## config.mk

```make
export PLATFORM = sky130hd
export DESIGN_NAME = lineCar
export DESIGN_NICKNAME = d
export VERILOG_FILES = /design/src/lineCarPkg.sv /design/src/trackSampler.sv /design/src/phaseTimers.sv /design/src/routeFsm.sv /design/src/statusLeds.sv /design/src/segmentDisplay.sv /design/src/motorDrive.sv /design/src/lineCar.sv
export SDC_FILE = /design/constraint.sdc
export NUM_CORES = 1
export LEC_CHECK = 0
export CORE_ASPECT_RATIO = 0.7
export CORE_UTILIZATION = 26
export DETAILED_ROUTE_END_ITERATION = 8
export DONT_BUFFER_PORTS = 1
export SETUP_SLACK_MARGIN = 0.4
export SLEW_MARGIN = 20
export SYNTH_ARGS = -nofsm -noshare
export SYNTH_HDL_FRONTEND = slang
export SYNTH_SLANG_ARGS = --single-unit
```

## constraint.sdc

```tcl
create_clock -name clk -period 3 [get_ports clk]
set_input_delay 0.6 -clock clk [delete_from_list [all_inputs] [get_ports clk]]
set_output_delay 0.6 -clock clk [all_outputs]
set_load 0.03 [all_outputs]
```

## src/lineCarPkg.sv

```systemverilog
`default_nettype none

package lineCarPkg;

    // sensor bits in order left, mid, right, 1 = on the line
    typedef enum logic [2:0] {
        roadLost        = 3'b000,
        roadSlightRight = 3'b001,
        roadCentre      = 3'b010,
        roadRight       = 3'b011,
        roadSlightLeft  = 3'b100,
        roadFork        = 3'b101,
        roadLeft        = 3'b110,
        roadCross       = 3'b111
    } roadPattern_e;

    typedef struct packed {
        logic left;
        logic mid;
        logic right;
    } trackBits_s;

    // navigation reads the pattern, the LEDs read single sensors
    typedef union packed {
        roadPattern_e pattern;
        trackBits_s   bits;
    } roadSense_u;

    typedef enum logic [4:0] {
        stIdle = 5'd0, stStart = 5'd1, stCount = 5'd2, stStraight = 5'd3,
        stChoose = 5'd4, stLeft = 5'd5, stRight = 5'd6, stBack = 5'd7,
        stLittleLeft = 5'd8, stLittleRight = 5'd9, stStop = 5'd30, stError = 5'd31
    } navState_e;

    typedef struct packed {
        logic forward;
        logic backward;
        logic pwm;
    } wheel_s;

    typedef struct packed {
        wheel_s leftWheel;
        wheel_s rightWheel;
    } motorCmd_s;

    typedef enum logic [3:0] {
        glyph0, glyph1, glyph2, glyph3, glyph4, glyph5, glyph6, glyph7, glyph8, glyph9,
        glyphCheck, glyphDash, glyphI, glyphD, glyphL, glyphR
    } glyph_e;

    // active-low segments g..a, indexed by glyph_e
    localparam logic [6:0] segmentTable [16] = '{
        7'h40, 7'h79, 7'h24, 7'h30, 7'h19, 7'h12, 7'h02, 7'h78,
        7'h00, 7'h10, 7'h23, 7'h3f, 7'h4f, 7'h21, 7'h47, 7'h2f
    };

    // left LED field, one code per state
    localparam logic [4:0] lampIdle     = 5'b00000;
    localparam logic [4:0] lampStart    = 5'b00001;
    localparam logic [4:0] lampCount    = 5'b00010;
    localparam logic [4:0] lampStraight = 5'b01000;
    localparam logic [4:0] lampLeft     = 5'b10000;
    localparam logic [4:0] lampRight    = 5'b00100;
    localparam logic [4:0] lampStop     = 5'b11100;
    localparam logic [4:0] lampBack     = 5'b01010;
    localparam logic [4:0] lampError    = 5'b11111;

    // middle LED field
    localparam logic [5:0] barAll      = 6'b111111;
    localparam logic [5:0] barStraight = 6'b001100;
    localparam logic [5:0] barLeft     = 6'b110000;
    localparam logic [5:0] barRight    = 6'b000011;

    // timer lengths in clock cycles, short for simulation
    localparam int unsigned countUnitCycles = 64;
    localparam int unsigned stopPauseCycles = 128;
    localparam int unsigned backFlashCycles = 32;
    localparam int unsigned lampStepCycles  = 32;
    localparam int unsigned scanCycles      = 4;
    localparam int unsigned pwmPeriod       = 16;
    localparam int unsigned pwmFull         = 16;
    localparam int unsigned pwmSlow         = 8;
    localparam int unsigned rightLapsNeeded = 3;

endpackage

`default_nettype wire

```

## src/trackSampler.sv

```systemverilog
`default_nettype none

module trackSampler import lineCarPkg::*; (
    input  wire        clk,
    input  wire        rst,
    input  wire        leftTrack,
    input  wire        midTrack,
    input  wire        rightTrack,
    output roadSense_u road
);

    trackBits_s syncA;
    trackBits_s syncB;
    trackBits_s lastSample;

    always_ff @(posedge clk or posedge rst) begin
        if (rst) begin
            syncA      <= '0;
            syncB      <= '0;
            lastSample <= '0;
            road       <= '0;
        end else begin
            syncA      <= '{left: leftTrack, mid: midTrack, right: rightTrack};
            syncB      <= syncA;
            lastSample <= syncB;
            // two equal samples in a row, so a one-cycle glitch never lands
            if (syncB == lastSample) begin
                road.bits <= syncB;
            end
        end
    end

endmodule

`default_nettype wire

```

## src/phaseTimers.sv

```systemverilog
`default_nettype none

module phaseTimers import lineCarPkg::*; (
    input  wire       clk,
    input  wire       rst,
    input  navState_e state,
    output logic [1:0] countStep,
    output logic      countDone,
    output logic      flash,
    output logic      backFlash,
    output logic      resume
);

    logic [$clog2(4 * countUnitCycles + 1) - 1:0] countCnt;
    logic [$clog2(stopPauseCycles + 1) - 1:0]     stopCnt;
    logic [$clog2(backFlashCycles) - 1:0]         backCnt;

    always_ff @(posedge clk or posedge rst) begin
        if (rst) begin
            countCnt  <= '0;
            stopCnt   <= '0;
            backCnt   <= '0;
            backFlash <= 1'b0;
        end else begin
            // countdown, holds at its end value until the state moves on
            if (state != stCount) countCnt <= '0;
            else if (!countDone) countCnt <= countCnt + 1'b1;

            if (state != stStop) stopCnt <= '0;
            else if (!resume) stopCnt <= stopCnt + 1'b1;

            if (state != stBack) begin
                backCnt   <= '0;
                backFlash <= 1'b0;
            end else if (32'(backCnt) == backFlashCycles - 1) begin
                backCnt   <= '0;
                backFlash <= ~backFlash;
            end else begin
                backCnt <= backCnt + 1'b1;
            end
        end
    end

    // pulses end with their state, the counter clears one edge later
    assign countDone = (state == stCount) && (32'(countCnt) == 4 * countUnitCycles);
    assign resume    = (state == stStop) && (32'(stopCnt) == stopPauseCycles);
    // last step stays at 3 through the done cycle
    assign countStep = (32'(countCnt) >= 3 * countUnitCycles) ? 2'd3
                     : 2'(32'(countCnt) / countUnitCycles);
    // half-unit bit of the countdown
    assign flash     = countCnt[$clog2(countUnitCycles) - 1];

    // each pulse belongs to its own state
    assert property (@(posedge clk) disable iff (rst) !(countDone && resume));

endmodule

`default_nettype wire

```

## src/routeFsm.sv

```systemverilog
`default_nettype none

module routeFsm import lineCarPkg::*; (
    input  wire        clk,
    input  wire        rst,
    input  wire        run,
    input  roadSense_u road,
    input  wire        countDone,
    input  wire        resume,
    output navState_e  state,
    output navState_e  nextHeading,
    output logic       junctionSeen
);

    navState_e  stateNext;
    navState_e  headingNext;
    navState_e  prevState;
    logic       pop;
    logic       popNext;
    // checkpoints: choose, straight, left on cross, right, left on fork
    logic       cpChoose;
    logic       cpStraight;
    logic       cpLeft;
    logic       cpRight;
    logic       cpLeftFork;
    logic [1:0] rightLaps;
    logic       crossPrev;
    logic       doneRight;
    logic       onCross;
    logic       inStraight;

    assign onCross    = road.pattern == roadCross;
    assign inStraight = state inside {stStraight, stLittleLeft, stLittleRight};
    assign doneRight  = 32'(rightLaps) == rightLapsNeeded;

    always_comb begin
        stateNext   = state;
        headingNext = nextHeading;
        popNext     = pop;
        case (state)
            stIdle:  if (run) stateNext = stStart;
            stStart: if (road.pattern == roadCentre) stateNext = stCount;
            stCount: if (countDone) stateNext = stStraight;
            stStraight, stLittleLeft, stLittleRight: begin
                case (road.pattern)
                    roadSlightRight: stateNext = stLittleRight;
                    roadSlightLeft:  stateNext = stLittleLeft;
                    roadLost: begin
                        stateNext   = stStop;
                        headingNext = stBack;
                    end
                    roadCross: stateNext = cpStraight ? stChoose : stStraight;
                    default:   stateNext = stStraight;
                endcase
            end
            stChoose: begin
                if (road.pattern == roadFork) begin
                    stateNext   = stStop;
                    headingNext = stLeft;
                    if (cpChoose) popNext = 1'b1;
                end else if (onCross && cpChoose) begin
                    stateNext = stStraight;
                    popNext   = 1'b0;
                end
            end
            stLeft: begin
                if (onCross && cpLeft) begin
                    stateNext   = stStop;
                    headingNext = stStraight;
                end else if (road.pattern == roadFork && cpLeftFork) begin
                    stateNext   = stStop;
                    headingNext = stRight;
                end
            end
            stRight: begin
                if (onCross && cpRight && doneRight) begin
                    stateNext   = stStop;
                    headingNext = stStraight;
                end else if (road.pattern == roadFork && doneRight) begin
                    stateNext = stError;
                end
            end
            stBack: begin
                // dead-end exits alternate between left and right
                if (onCross) begin
                    stateNext   = stStop;
                    headingNext = pop ? stRight : stLeft;
                    popNext     = ~pop;
                end
            end
            stStop:  if (resume) stateNext = nextHeading;
            stError: stateNext = stError;
            default: stateNext = stIdle;
        endcase
        if (!run) stateNext = stIdle;
    end

    always_ff @(posedge clk or posedge rst) begin
        if (rst) begin
            state       <= stIdle;
            prevState   <= stIdle;
            nextHeading <= stIdle;
            pop         <= 1'b0;
        end else begin
            state       <= stateNext;
            prevState   <= state;
            nextHeading <= headingNext;
            pop         <= popNext;
        end
    end

    // a checkpoint arms once the junction pattern has been left behind
    always_ff @(posedge clk or posedge rst) begin
        if (rst) begin
            cpChoose   <= 1'b0;
            cpStraight <= 1'b0;
            cpLeft     <= 1'b0;
            cpRight    <= 1'b0;
            cpLeftFork <= 1'b0;
            rightLaps  <= '0;
            crossPrev  <= 1'b0;
        end else begin
            cpChoose   <= (state == stChoose) && (cpChoose || !onCross);
            cpLeft     <= (state == stLeft) && (cpLeft || !onCross);
            cpRight    <= (state == stRight) && (cpRight || !onCross);
            cpLeftFork <= (state == stLeft) && (cpLeftFork || road.pattern != roadFork);
            if (prevState == stCount || (inStraight && !onCross)) cpStraight <= 1'b1;
            else if (!inStraight) cpStraight <= 1'b0;

            // count fresh cross sightings during a right turn
            crossPrev <= onCross;
            if (state != stRight) rightLaps <= '0;
            else if (cpRight && onCross && !crossPrev && !doneRight) rightLaps <= rightLaps + 1'b1;
        end
    end

    always_comb begin
        case (state)
            stStraight, stLittleLeft, stLittleRight: junctionSeen = cpStraight;
            stChoose: junctionSeen = cpChoose;
            stLeft:   junctionSeen = cpLeft;
            stRight:  junctionSeen = cpRight;
            default:  junctionSeen = 1'b0;
        endcase
    end

    assert property (@(posedge clk) disable iff (rst)
        state inside {stIdle, stStart, stCount, stStraight, stChoose, stLeft, stRight,
                      stBack, stLittleLeft, stLittleRight, stStop, stError});

endmodule

`default_nettype wire

```

## src/statusLeds.sv

```systemverilog
`default_nettype none

module statusLeds import lineCarPkg::*; (
    input  wire         clk,
    input  wire         rst,
    input  navState_e   state,
    input  roadSense_u  road,
    input  wire         flash,
    input  wire         backFlash,
    output logic [15:0] led
);

    logic [$clog2(lampStepCycles) - 1:0] lampCnt;
    logic [2:0] lamp;
    logic [4:0] leftField;
    logic [5:0] midField;

    // rotating junction lamp while choosing
    always_ff @(posedge clk or posedge rst) begin
        if (rst) begin
            lampCnt <= '0;
            lamp    <= 3'b001;
        end else if (state != stChoose) begin
            lampCnt <= '0;
            lamp    <= 3'b001;
        end else if (32'(lampCnt) == lampStepCycles - 1) begin
            lampCnt <= '0;
            lamp    <= {lamp[1:0], lamp[2]};
        end else begin
            lampCnt <= lampCnt + 1'b1;
        end
    end

    always_comb begin
        leftField = lampIdle;
        midField  = '0;
        case (state)
            stStart:    leftField = lampStart;
            stCount: begin
                leftField = lampCount;
                midField  = flash ? 6'd0 : barAll;
            end
            stStraight: begin
                leftField = lampStraight;
                midField  = barStraight;
            end
            stChoose:   leftField = {lamp, 2'b00};
            stLeft: begin
                leftField = lampLeft;
                midField  = barLeft;
            end
            stRight: begin
                leftField = lampRight;
                midField  = barRight;
            end
            stStop: begin
                leftField = lampStop;
                midField  = barAll;
            end
            stBack: begin
                leftField = lampBack;
                midField  = backFlash ? 6'd0 : barAll;
            end
            stError:    leftField = lampError;
            default:    leftField = lampIdle;
        endcase
    end

    // bits 10 and 3 stay dark as field separators
    assign led = {leftField, 1'b0, midField, 1'b0, road.bits};

endmodule

`default_nettype wire

```

## src/segmentDisplay.sv

```systemverilog
`default_nettype none

module segmentDisplay import lineCarPkg::*; (
    input  wire        clk,
    input  wire        rst,
    input  navState_e  state,
    input  navState_e  nextHeading,
    input  wire [1:0]  countStep,
    input  wire        resume,
    input  wire        junctionSeen,
    output logic [3:0] digit,
    output logic [6:0] display
);

    logic [$clog2(scanCycles) - 1:0] scanCnt;
    logic [1:0]       scanIdx;
    glyph_e [3:0]     glyphs;
    glyph_e           headingGlyph;
    glyph_e           seenGlyph;

    always_ff @(posedge clk or posedge rst) begin
        if (rst) begin
            scanCnt <= '0;
            scanIdx <= '0;
        end else if (32'(scanCnt) == scanCycles - 1) begin
            scanCnt <= '0;
            scanIdx <= scanIdx + 1'b1;
        end else begin
            scanCnt <= scanCnt + 1'b1;
        end
    end

    always_comb begin
        case (nextHeading)
            stIdle:     headingGlyph = glyphI;
            stStraight: headingGlyph = glyph1;
            stLeft:     headingGlyph = glyphL;
            stRight:    headingGlyph = glyphR;
            stBack:     headingGlyph = glyphDash;
            default:    headingGlyph = glyph0;
        endcase
    end

    assign seenGlyph = junctionSeen ? glyph1 : glyph0;

    // glyphs[0] sits on digit 0
    always_comb begin
        glyphs = {4{glyph0}};
        case (state)
            stIdle:  glyphs = {glyphL, glyphD, glyphI, glyph1};
            stStart: glyphs = {4{glyphDash}};
            stCount: begin
                glyphs    = {4{glyphDash}};
                glyphs[3] = glyph_e'(4'd3 - {2'b00, countStep});
            end
            stStraight, stLittleLeft, stLittleRight:
                glyphs = {seenGlyph, glyphDash, glyph2, glyphCheck};
            stChoose: glyphs = {seenGlyph, glyphDash, glyph1, glyphCheck};
            stLeft:   glyphs = {seenGlyph, glyphDash, glyph3, glyphCheck};
            stRight:  glyphs = {seenGlyph, glyphDash, glyph4, glyphCheck};
            stBack:   glyphs = {headingGlyph, glyph0, glyph0, glyphDash};
            stStop:   glyphs = {headingGlyph, glyph0, glyph0, resume ? glyph1 : glyph0};
            default:  glyphs = {4{glyph0}};
        endcase
    end

    assign digit   = ~(4'b0001 << scanIdx);
    assign display = segmentTable[glyphs[scanIdx]];

    assert property (@(posedge clk) disable iff (rst) $onehot(~digit));

endmodule

`default_nettype wire

```

## src/motorDrive.sv

```systemverilog
`default_nettype none

module motorDrive import lineCarPkg::*; (
    input  wire       clk,
    input  wire       rst,
    input  navState_e state,
    output motorCmd_s motor
);

    logic [$clog2(pwmPeriod) - 1:0] pwmCnt;
    logic      fullOn;
    logic      slowOn;
    motorCmd_s cmdNext;

    always_ff @(posedge clk or posedge rst) begin
        if (rst) pwmCnt <= '0;
        else if (32'(pwmCnt) == pwmPeriod - 1) pwmCnt <= '0;
        else pwmCnt <= pwmCnt + 1'b1;
    end

    assign fullOn = 32'(pwmCnt) < pwmFull;
    assign slowOn = 32'(pwmCnt) < pwmSlow;

    // slowing one wheel steers the car toward that side
    always_comb begin
        cmdNext = '0;
        case (state)
            stStraight: begin
                cmdNext.leftWheel  = '{forward: 1'b1, backward: 1'b0, pwm: fullOn};
                cmdNext.rightWheel = '{forward: 1'b1, backward: 1'b0, pwm: fullOn};
            end
            stLittleLeft: begin
                cmdNext.leftWheel  = '{forward: 1'b1, backward: 1'b0, pwm: slowOn};
                cmdNext.rightWheel = '{forward: 1'b1, backward: 1'b0, pwm: fullOn};
            end
            stLittleRight: begin
                cmdNext.leftWheel  = '{forward: 1'b1, backward: 1'b0, pwm: fullOn};
                cmdNext.rightWheel = '{forward: 1'b1, backward: 1'b0, pwm: slowOn};
            end
            stLeft: begin
                cmdNext.leftWheel  = '{forward: 1'b0, backward: 1'b1, pwm: fullOn};
                cmdNext.rightWheel = '{forward: 1'b1, backward: 1'b0, pwm: fullOn};
            end
            stRight: begin
                cmdNext.leftWheel  = '{forward: 1'b1, backward: 1'b0, pwm: fullOn};
                cmdNext.rightWheel = '{forward: 1'b0, backward: 1'b1, pwm: fullOn};
            end
            stBack: begin
                cmdNext.leftWheel  = '{forward: 1'b0, backward: 1'b1, pwm: fullOn};
                cmdNext.rightWheel = '{forward: 1'b0, backward: 1'b1, pwm: fullOn};
            end
            default: cmdNext = '0;
        endcase
    end

    always_ff @(posedge clk or posedge rst) begin
        if (rst) motor <= '0;
        else motor <= cmdNext;
    end

    assert property (@(posedge clk) disable iff (rst)
        !(motor.leftWheel.forward && motor.leftWheel.backward) &&
        !(motor.rightWheel.forward && motor.rightWheel.backward));

endmodule

`default_nettype wire

```

## src/lineCar.sv

```systemverilog
`default_nettype none

module lineCar import lineCarPkg::*; (
    input  wire         clk,
    input  wire         rst,
    input  wire         run,
    input  wire         leftTrack,
    input  wire         midTrack,
    input  wire         rightTrack,
    output logic        trig,
    output logic [15:0] led,
    output logic [3:0]  digit,
    output logic [6:0]  display,
    output logic        in1,
    output logic        in2,
    output logic        in3,
    output logic        in4,
    output logic        leftPwm,
    output logic        rightPwm
);

    roadSense_u road;
    navState_e  state;
    navState_e  nextHeading;
    logic       junctionSeen;
    logic [1:0] countStep;
    logic       countDone;
    logic       flash;
    logic       backFlash;
    logic       resume;
    motorCmd_s  motor;

    trackSampler sampler0 (.clk, .rst, .leftTrack, .midTrack, .rightTrack, .road);

    routeFsm route0 (.clk, .rst, .run, .road, .countDone, .resume, .state, .nextHeading,
        .junctionSeen);

    phaseTimers timers0 (.clk, .rst, .state, .countStep, .countDone, .flash, .backFlash,
        .resume);

    statusLeds leds0 (.clk, .rst, .state, .road, .flash, .backFlash, .led);

    segmentDisplay seg0 (.clk, .rst, .state, .nextHeading, .countStep, .resume,
        .junctionSeen, .digit, .display);

    motorDrive motor0 (.clk, .rst, .state, .motor);

    // no ranger fitted
    assign trig     = 1'b0;
    assign in1      = motor.leftWheel.forward;
    assign in2      = motor.leftWheel.backward;
    assign in3      = motor.rightWheel.forward;
    assign in4      = motor.rightWheel.backward;
    assign leftPwm  = motor.leftWheel.pwm;
    assign rightPwm = motor.rightWheel.pwm;

endmodule

`default_nettype wire

```

==> flow_summary.json <==
{
  "synth-edff-count": 0,
  "avgViaCountPerCell": 4.95,
  "diodes": 0,
  "leakagePower_nw": 2.63,
  "max_slew_margin": 0.558,
  "ios": 40,
  "dr.pass1.iters": 5,
  "cpMostUsedCell": "o211ai_1",
  "cp-end-kind": "primary output",
  "path_buf_inv": 2,
  "h-tree-depth": 3,
  "grt_pass1_vias": 3866,
  "ys_seq_area_frac": 0.437,
  "tightestPinTransition_ps": 662,
  "postPlaceCellArea_um2": 5210,
  "path_cells": "buf_6 -> or2b_1 -> a211oi_2 -> nand2_1 -> a311o_1 -> and2_4 -> ha_4 -> o211ai_1 -> o211ai_1 -> buf_4",
  "gp_congestion": 0.868,
  "cpPeakStageDelay_ps": 430,
  "vias": 3863,
  "violations": "setup timing",
  "seq_area_um2": 1980,
  "port-buffer-count": 0,
  "finalHoldViolCount": 0,
  "outcome": "finished, violations left",
  "synth-main-ff-cell": "dfrtp_1",
  "clock_latency_ps": 340,
  "antenna_found_initial": 0,
  "crit_path_top_delay_cell": "dfrtp_2",
  "fin_util": 0.360,
  "finalMaxSlewViolations": 0,
  "wl_um": 12100,
  "cts_sinks": 79,
  "required_ps": 2400,
  "dp.cells": 741,
  "ant_nets": 0,
  "multi_input_area_um2": 2580,
  "critPathLaunchType": "register",
  "grt_pass1_wl_um": 20100,
  "yosysWarnings": 0,
  "max_cap_violations": 0,
  "drt_iter0_drc": 328,
  "rr_worst_depth": 7,
  "fin_crit_ps": 3340,
  "ff2ff_setup_slack_ps": 520,
  "netlist_area_um2": 4520,
  "route.detailed.drc": 0,
  "die_area_um2": 17900,
  "ys_ff_latch": 79,
  "path_clk_slew_ps": 60,
  "coreArea_um2": 16600,
  "nets": 576,
  "final.period_utilization": 1.11,
  "final_cell_count_no_fill": 780,
  "worst_slack_ps": -338,
  "p_per_area_nw_per_um2": 925,
  "worstPathMaxFanout": 6,
  "cts_made_buffers": 9,
  "rr_startpoint": "route0.state[2]",
  "cts_tree": "done",
  "rsz0062_at_grt": "true",
  "wl_per_cell_um": 15.6,
  "die_w_um": 160,
  "fmax_mhz": 300,
  "ir_worst_vdd_mv": 0.354,
  "grt_util_all_layers": 0.141,
  "fillCellCount": 1626,
  "syn-mean-instance-area_um2": 9.27,
  "synth_cells": 488,
  "setup_violations": 7,
  "crit_family": "compound AO/OA/AOI/OAI gates",
  "overflow": 0,
  "ys_types": 67,
  "die_h_um": 112,
  "whs_ps": 220,
  "critPathKind": "register to primary output",
  "ctsHoldBuffers": 0,
  "fp-row-count": 39,
  "clock-root-buffer": "clkbuf_16",
  "hpwl_um": 8790,
  "worstReg2RegEnd": "route0.nextHeading[0]",
  "start_util": 0.272,
  "grt_max_degree": 32,
  "post-place-ws_ps": -47.1,
  "hold_path_class": "input pin to async pin",
  "fin_area_um2": 5990,
  "syn2layout_area_growth_pct": 32.3,
  "ys_async_sr_fraction": 1.00,
  "cp_data_arrival_time_ps": 2740,
  "clock_skew_ps": 7.66,
  "cts_max_path_buffers": 2,
  "drive_above_1_share": 0.294
}
==> per-layer routing <==
layer,GRT usage,up-vias,share of wire
met5,0,-,0
met4,0.0346,0,0.0088
met3,0.0407,12,0.066
met2,0.210,121,0.45
met1,0.198,1896,0.48
li1,-,1834,-
==> repair_timing <==
action,in CTS,in global routing
pin swaps,21,18
gates resized for setup,60,19
gates cloned,1,0
setup endpoints to repair,17,16
buffers inserted,15,7
==> stage by stage <==
stage | TNS, ps | power (mW)
6_report | -1940 | 5.54
5_1_grt | -2790 | 5.84
4_1_cts | -1280 | 5.33
3_5_place_dp | -129 | 3.79
3_3_place_gp | -2.32 | 3.72
2_1_floorplan | 0 | 3.04
==> worst max-delay path by stage <==
stage	from	endpoint	cells after the start
after CTS	timers0.stopCnt[0]	display[6]	12
after global routing	route0.state[3]	display[6]	10
final	route0.state[3]	display[6]	10
after global placement	route0.state[1]	display[6]	9
after detailed placement	timers0.stopCnt[1]	display[6]	12
after floorplan	route0.state[3]	display[6]	9
==> state kept, by name, indices dropped and copies added (netlist names), 3 cells and up <==
register,flops
timers0.countCnt,9
timers0.stopCnt,8
motor0.motor,6
leds0.lampCnt,5
route0.prevState,5
route0.state,5
timers0.backCnt,5
motor0.pwmCnt,4
leds0.lamp,3
route0.nextHeading,3
sampler0.lastSample,3
sampler0.road,3
sampler0.syncA,3
sampler0.syncB,3
==> area by class of cell <==
cell class | instances | area share
Inverter | 22 | 0.0148
Multi-Input combinational cell | 355 | 0.431
Clock inverter | 5 | 0.0136
Sequential cell | 79 | 0.332
Timing Repair Buffer | 83 | 0.121
Tap cell | 225 | 0.0470
Clock buffer | 11 | 0.0406
==> cells by family (layout without fill, tap and decap cells) <==
| group | Yosys count | after routing | share of synthesized area |
|---|---|---|---|
| buffers and inverters | 56 | 121 | 0.0595 |
| flip-flops | 79 | 79 | 0.437 |
| other | 1 | 3 | 0.000829 |
| AND/OR/NAND/NOR | 182 | 182 | 0.200 |
| adder cells (fa/ha/maj) | 20 | 20 | 0.0553 |
| multiplexers | 13 | 13 | 0.0301 |
| XOR/XNOR | 25 | 25 | 0.0484 |
| AO/OA/AOI/OAI | 112 | 112 | 0.169 |
==> power breakdown <==
part / internal, mW / switching [mW]
clock network: 0.751 / 0.431
logic: 1.34 / 1.64
registers: 1.19 / 0.188
total: 3.28 / 2.25
==> layout by cell type, fill, tap and decap left out, drive strengths merged, types with 4 or more instances in the layout <==
cell	synthesis	final
nand3	22	22
o21ai	25	25
a21o	8	8
dfrtp	78	78
and3	9	9
nand3b	4	4
clkbuf	10	11
nand2	38	38
a21oi	23	23
xnor2	8	8
buf	24	83
a21boi	5	5
mux2i	11	11
o22ai	6	6
nand2b	8	8
and2	10	10
xor2	17	17
inv	22	21
a31oi	6	6
nor3	15	15
a211oi	5	5
nand4	4	4
nor2	52	52
a22oi	4	4
or3	4	4
ha	20	20
==> synth_stat cells, types with 3 or more instances <==
master    count  area [um^2]
o311a_1       3         30.0
o22ai_1       6         37.5
clkbuf_1      9         33.8
a21boi_0      5         37.5
buf_6         3         33.8
a21o_1        8         60.1
o21ai_0      25          125
nand3b_1      4         30.0
nor3_1       14         70.1
a31oi_1       6         37.5
and2_1        9         56.3
nand2b_1      8         50.1
and3_1        9         56.3
xnor2_1       8         70.1
a211o_1       3         26.3
nor4b_1       3         26.3
buf_2        10         50.1
inv_1        22         82.6
o211ai_1      3         22.5
nor2_1       52          195
buf_1         5         18.8
buf_4         6         45.0
nand3_1      22          110
a21oi_1      23          115
or3_1         4         25.0
o21a_1        3         22.5
a22oi_1       4         30.0
a211oi_1      4         30.0
xor2_1       17          149
nand2_1      38          143
ha_1         20          250
nand4_1       4         25.0
dfrtp_1      78         1950
mux2i_1      11          110
==> worst register-to-register path: stages (launching register included) <==
cell	delay, ps
dfrtp_2	470
buf_4	160
or3b_1	360
buf_4	170
or3_1	470
a41oi_2	300
nor3_2	120
mux2_4	300
Power figures use the tool's default switching activity.
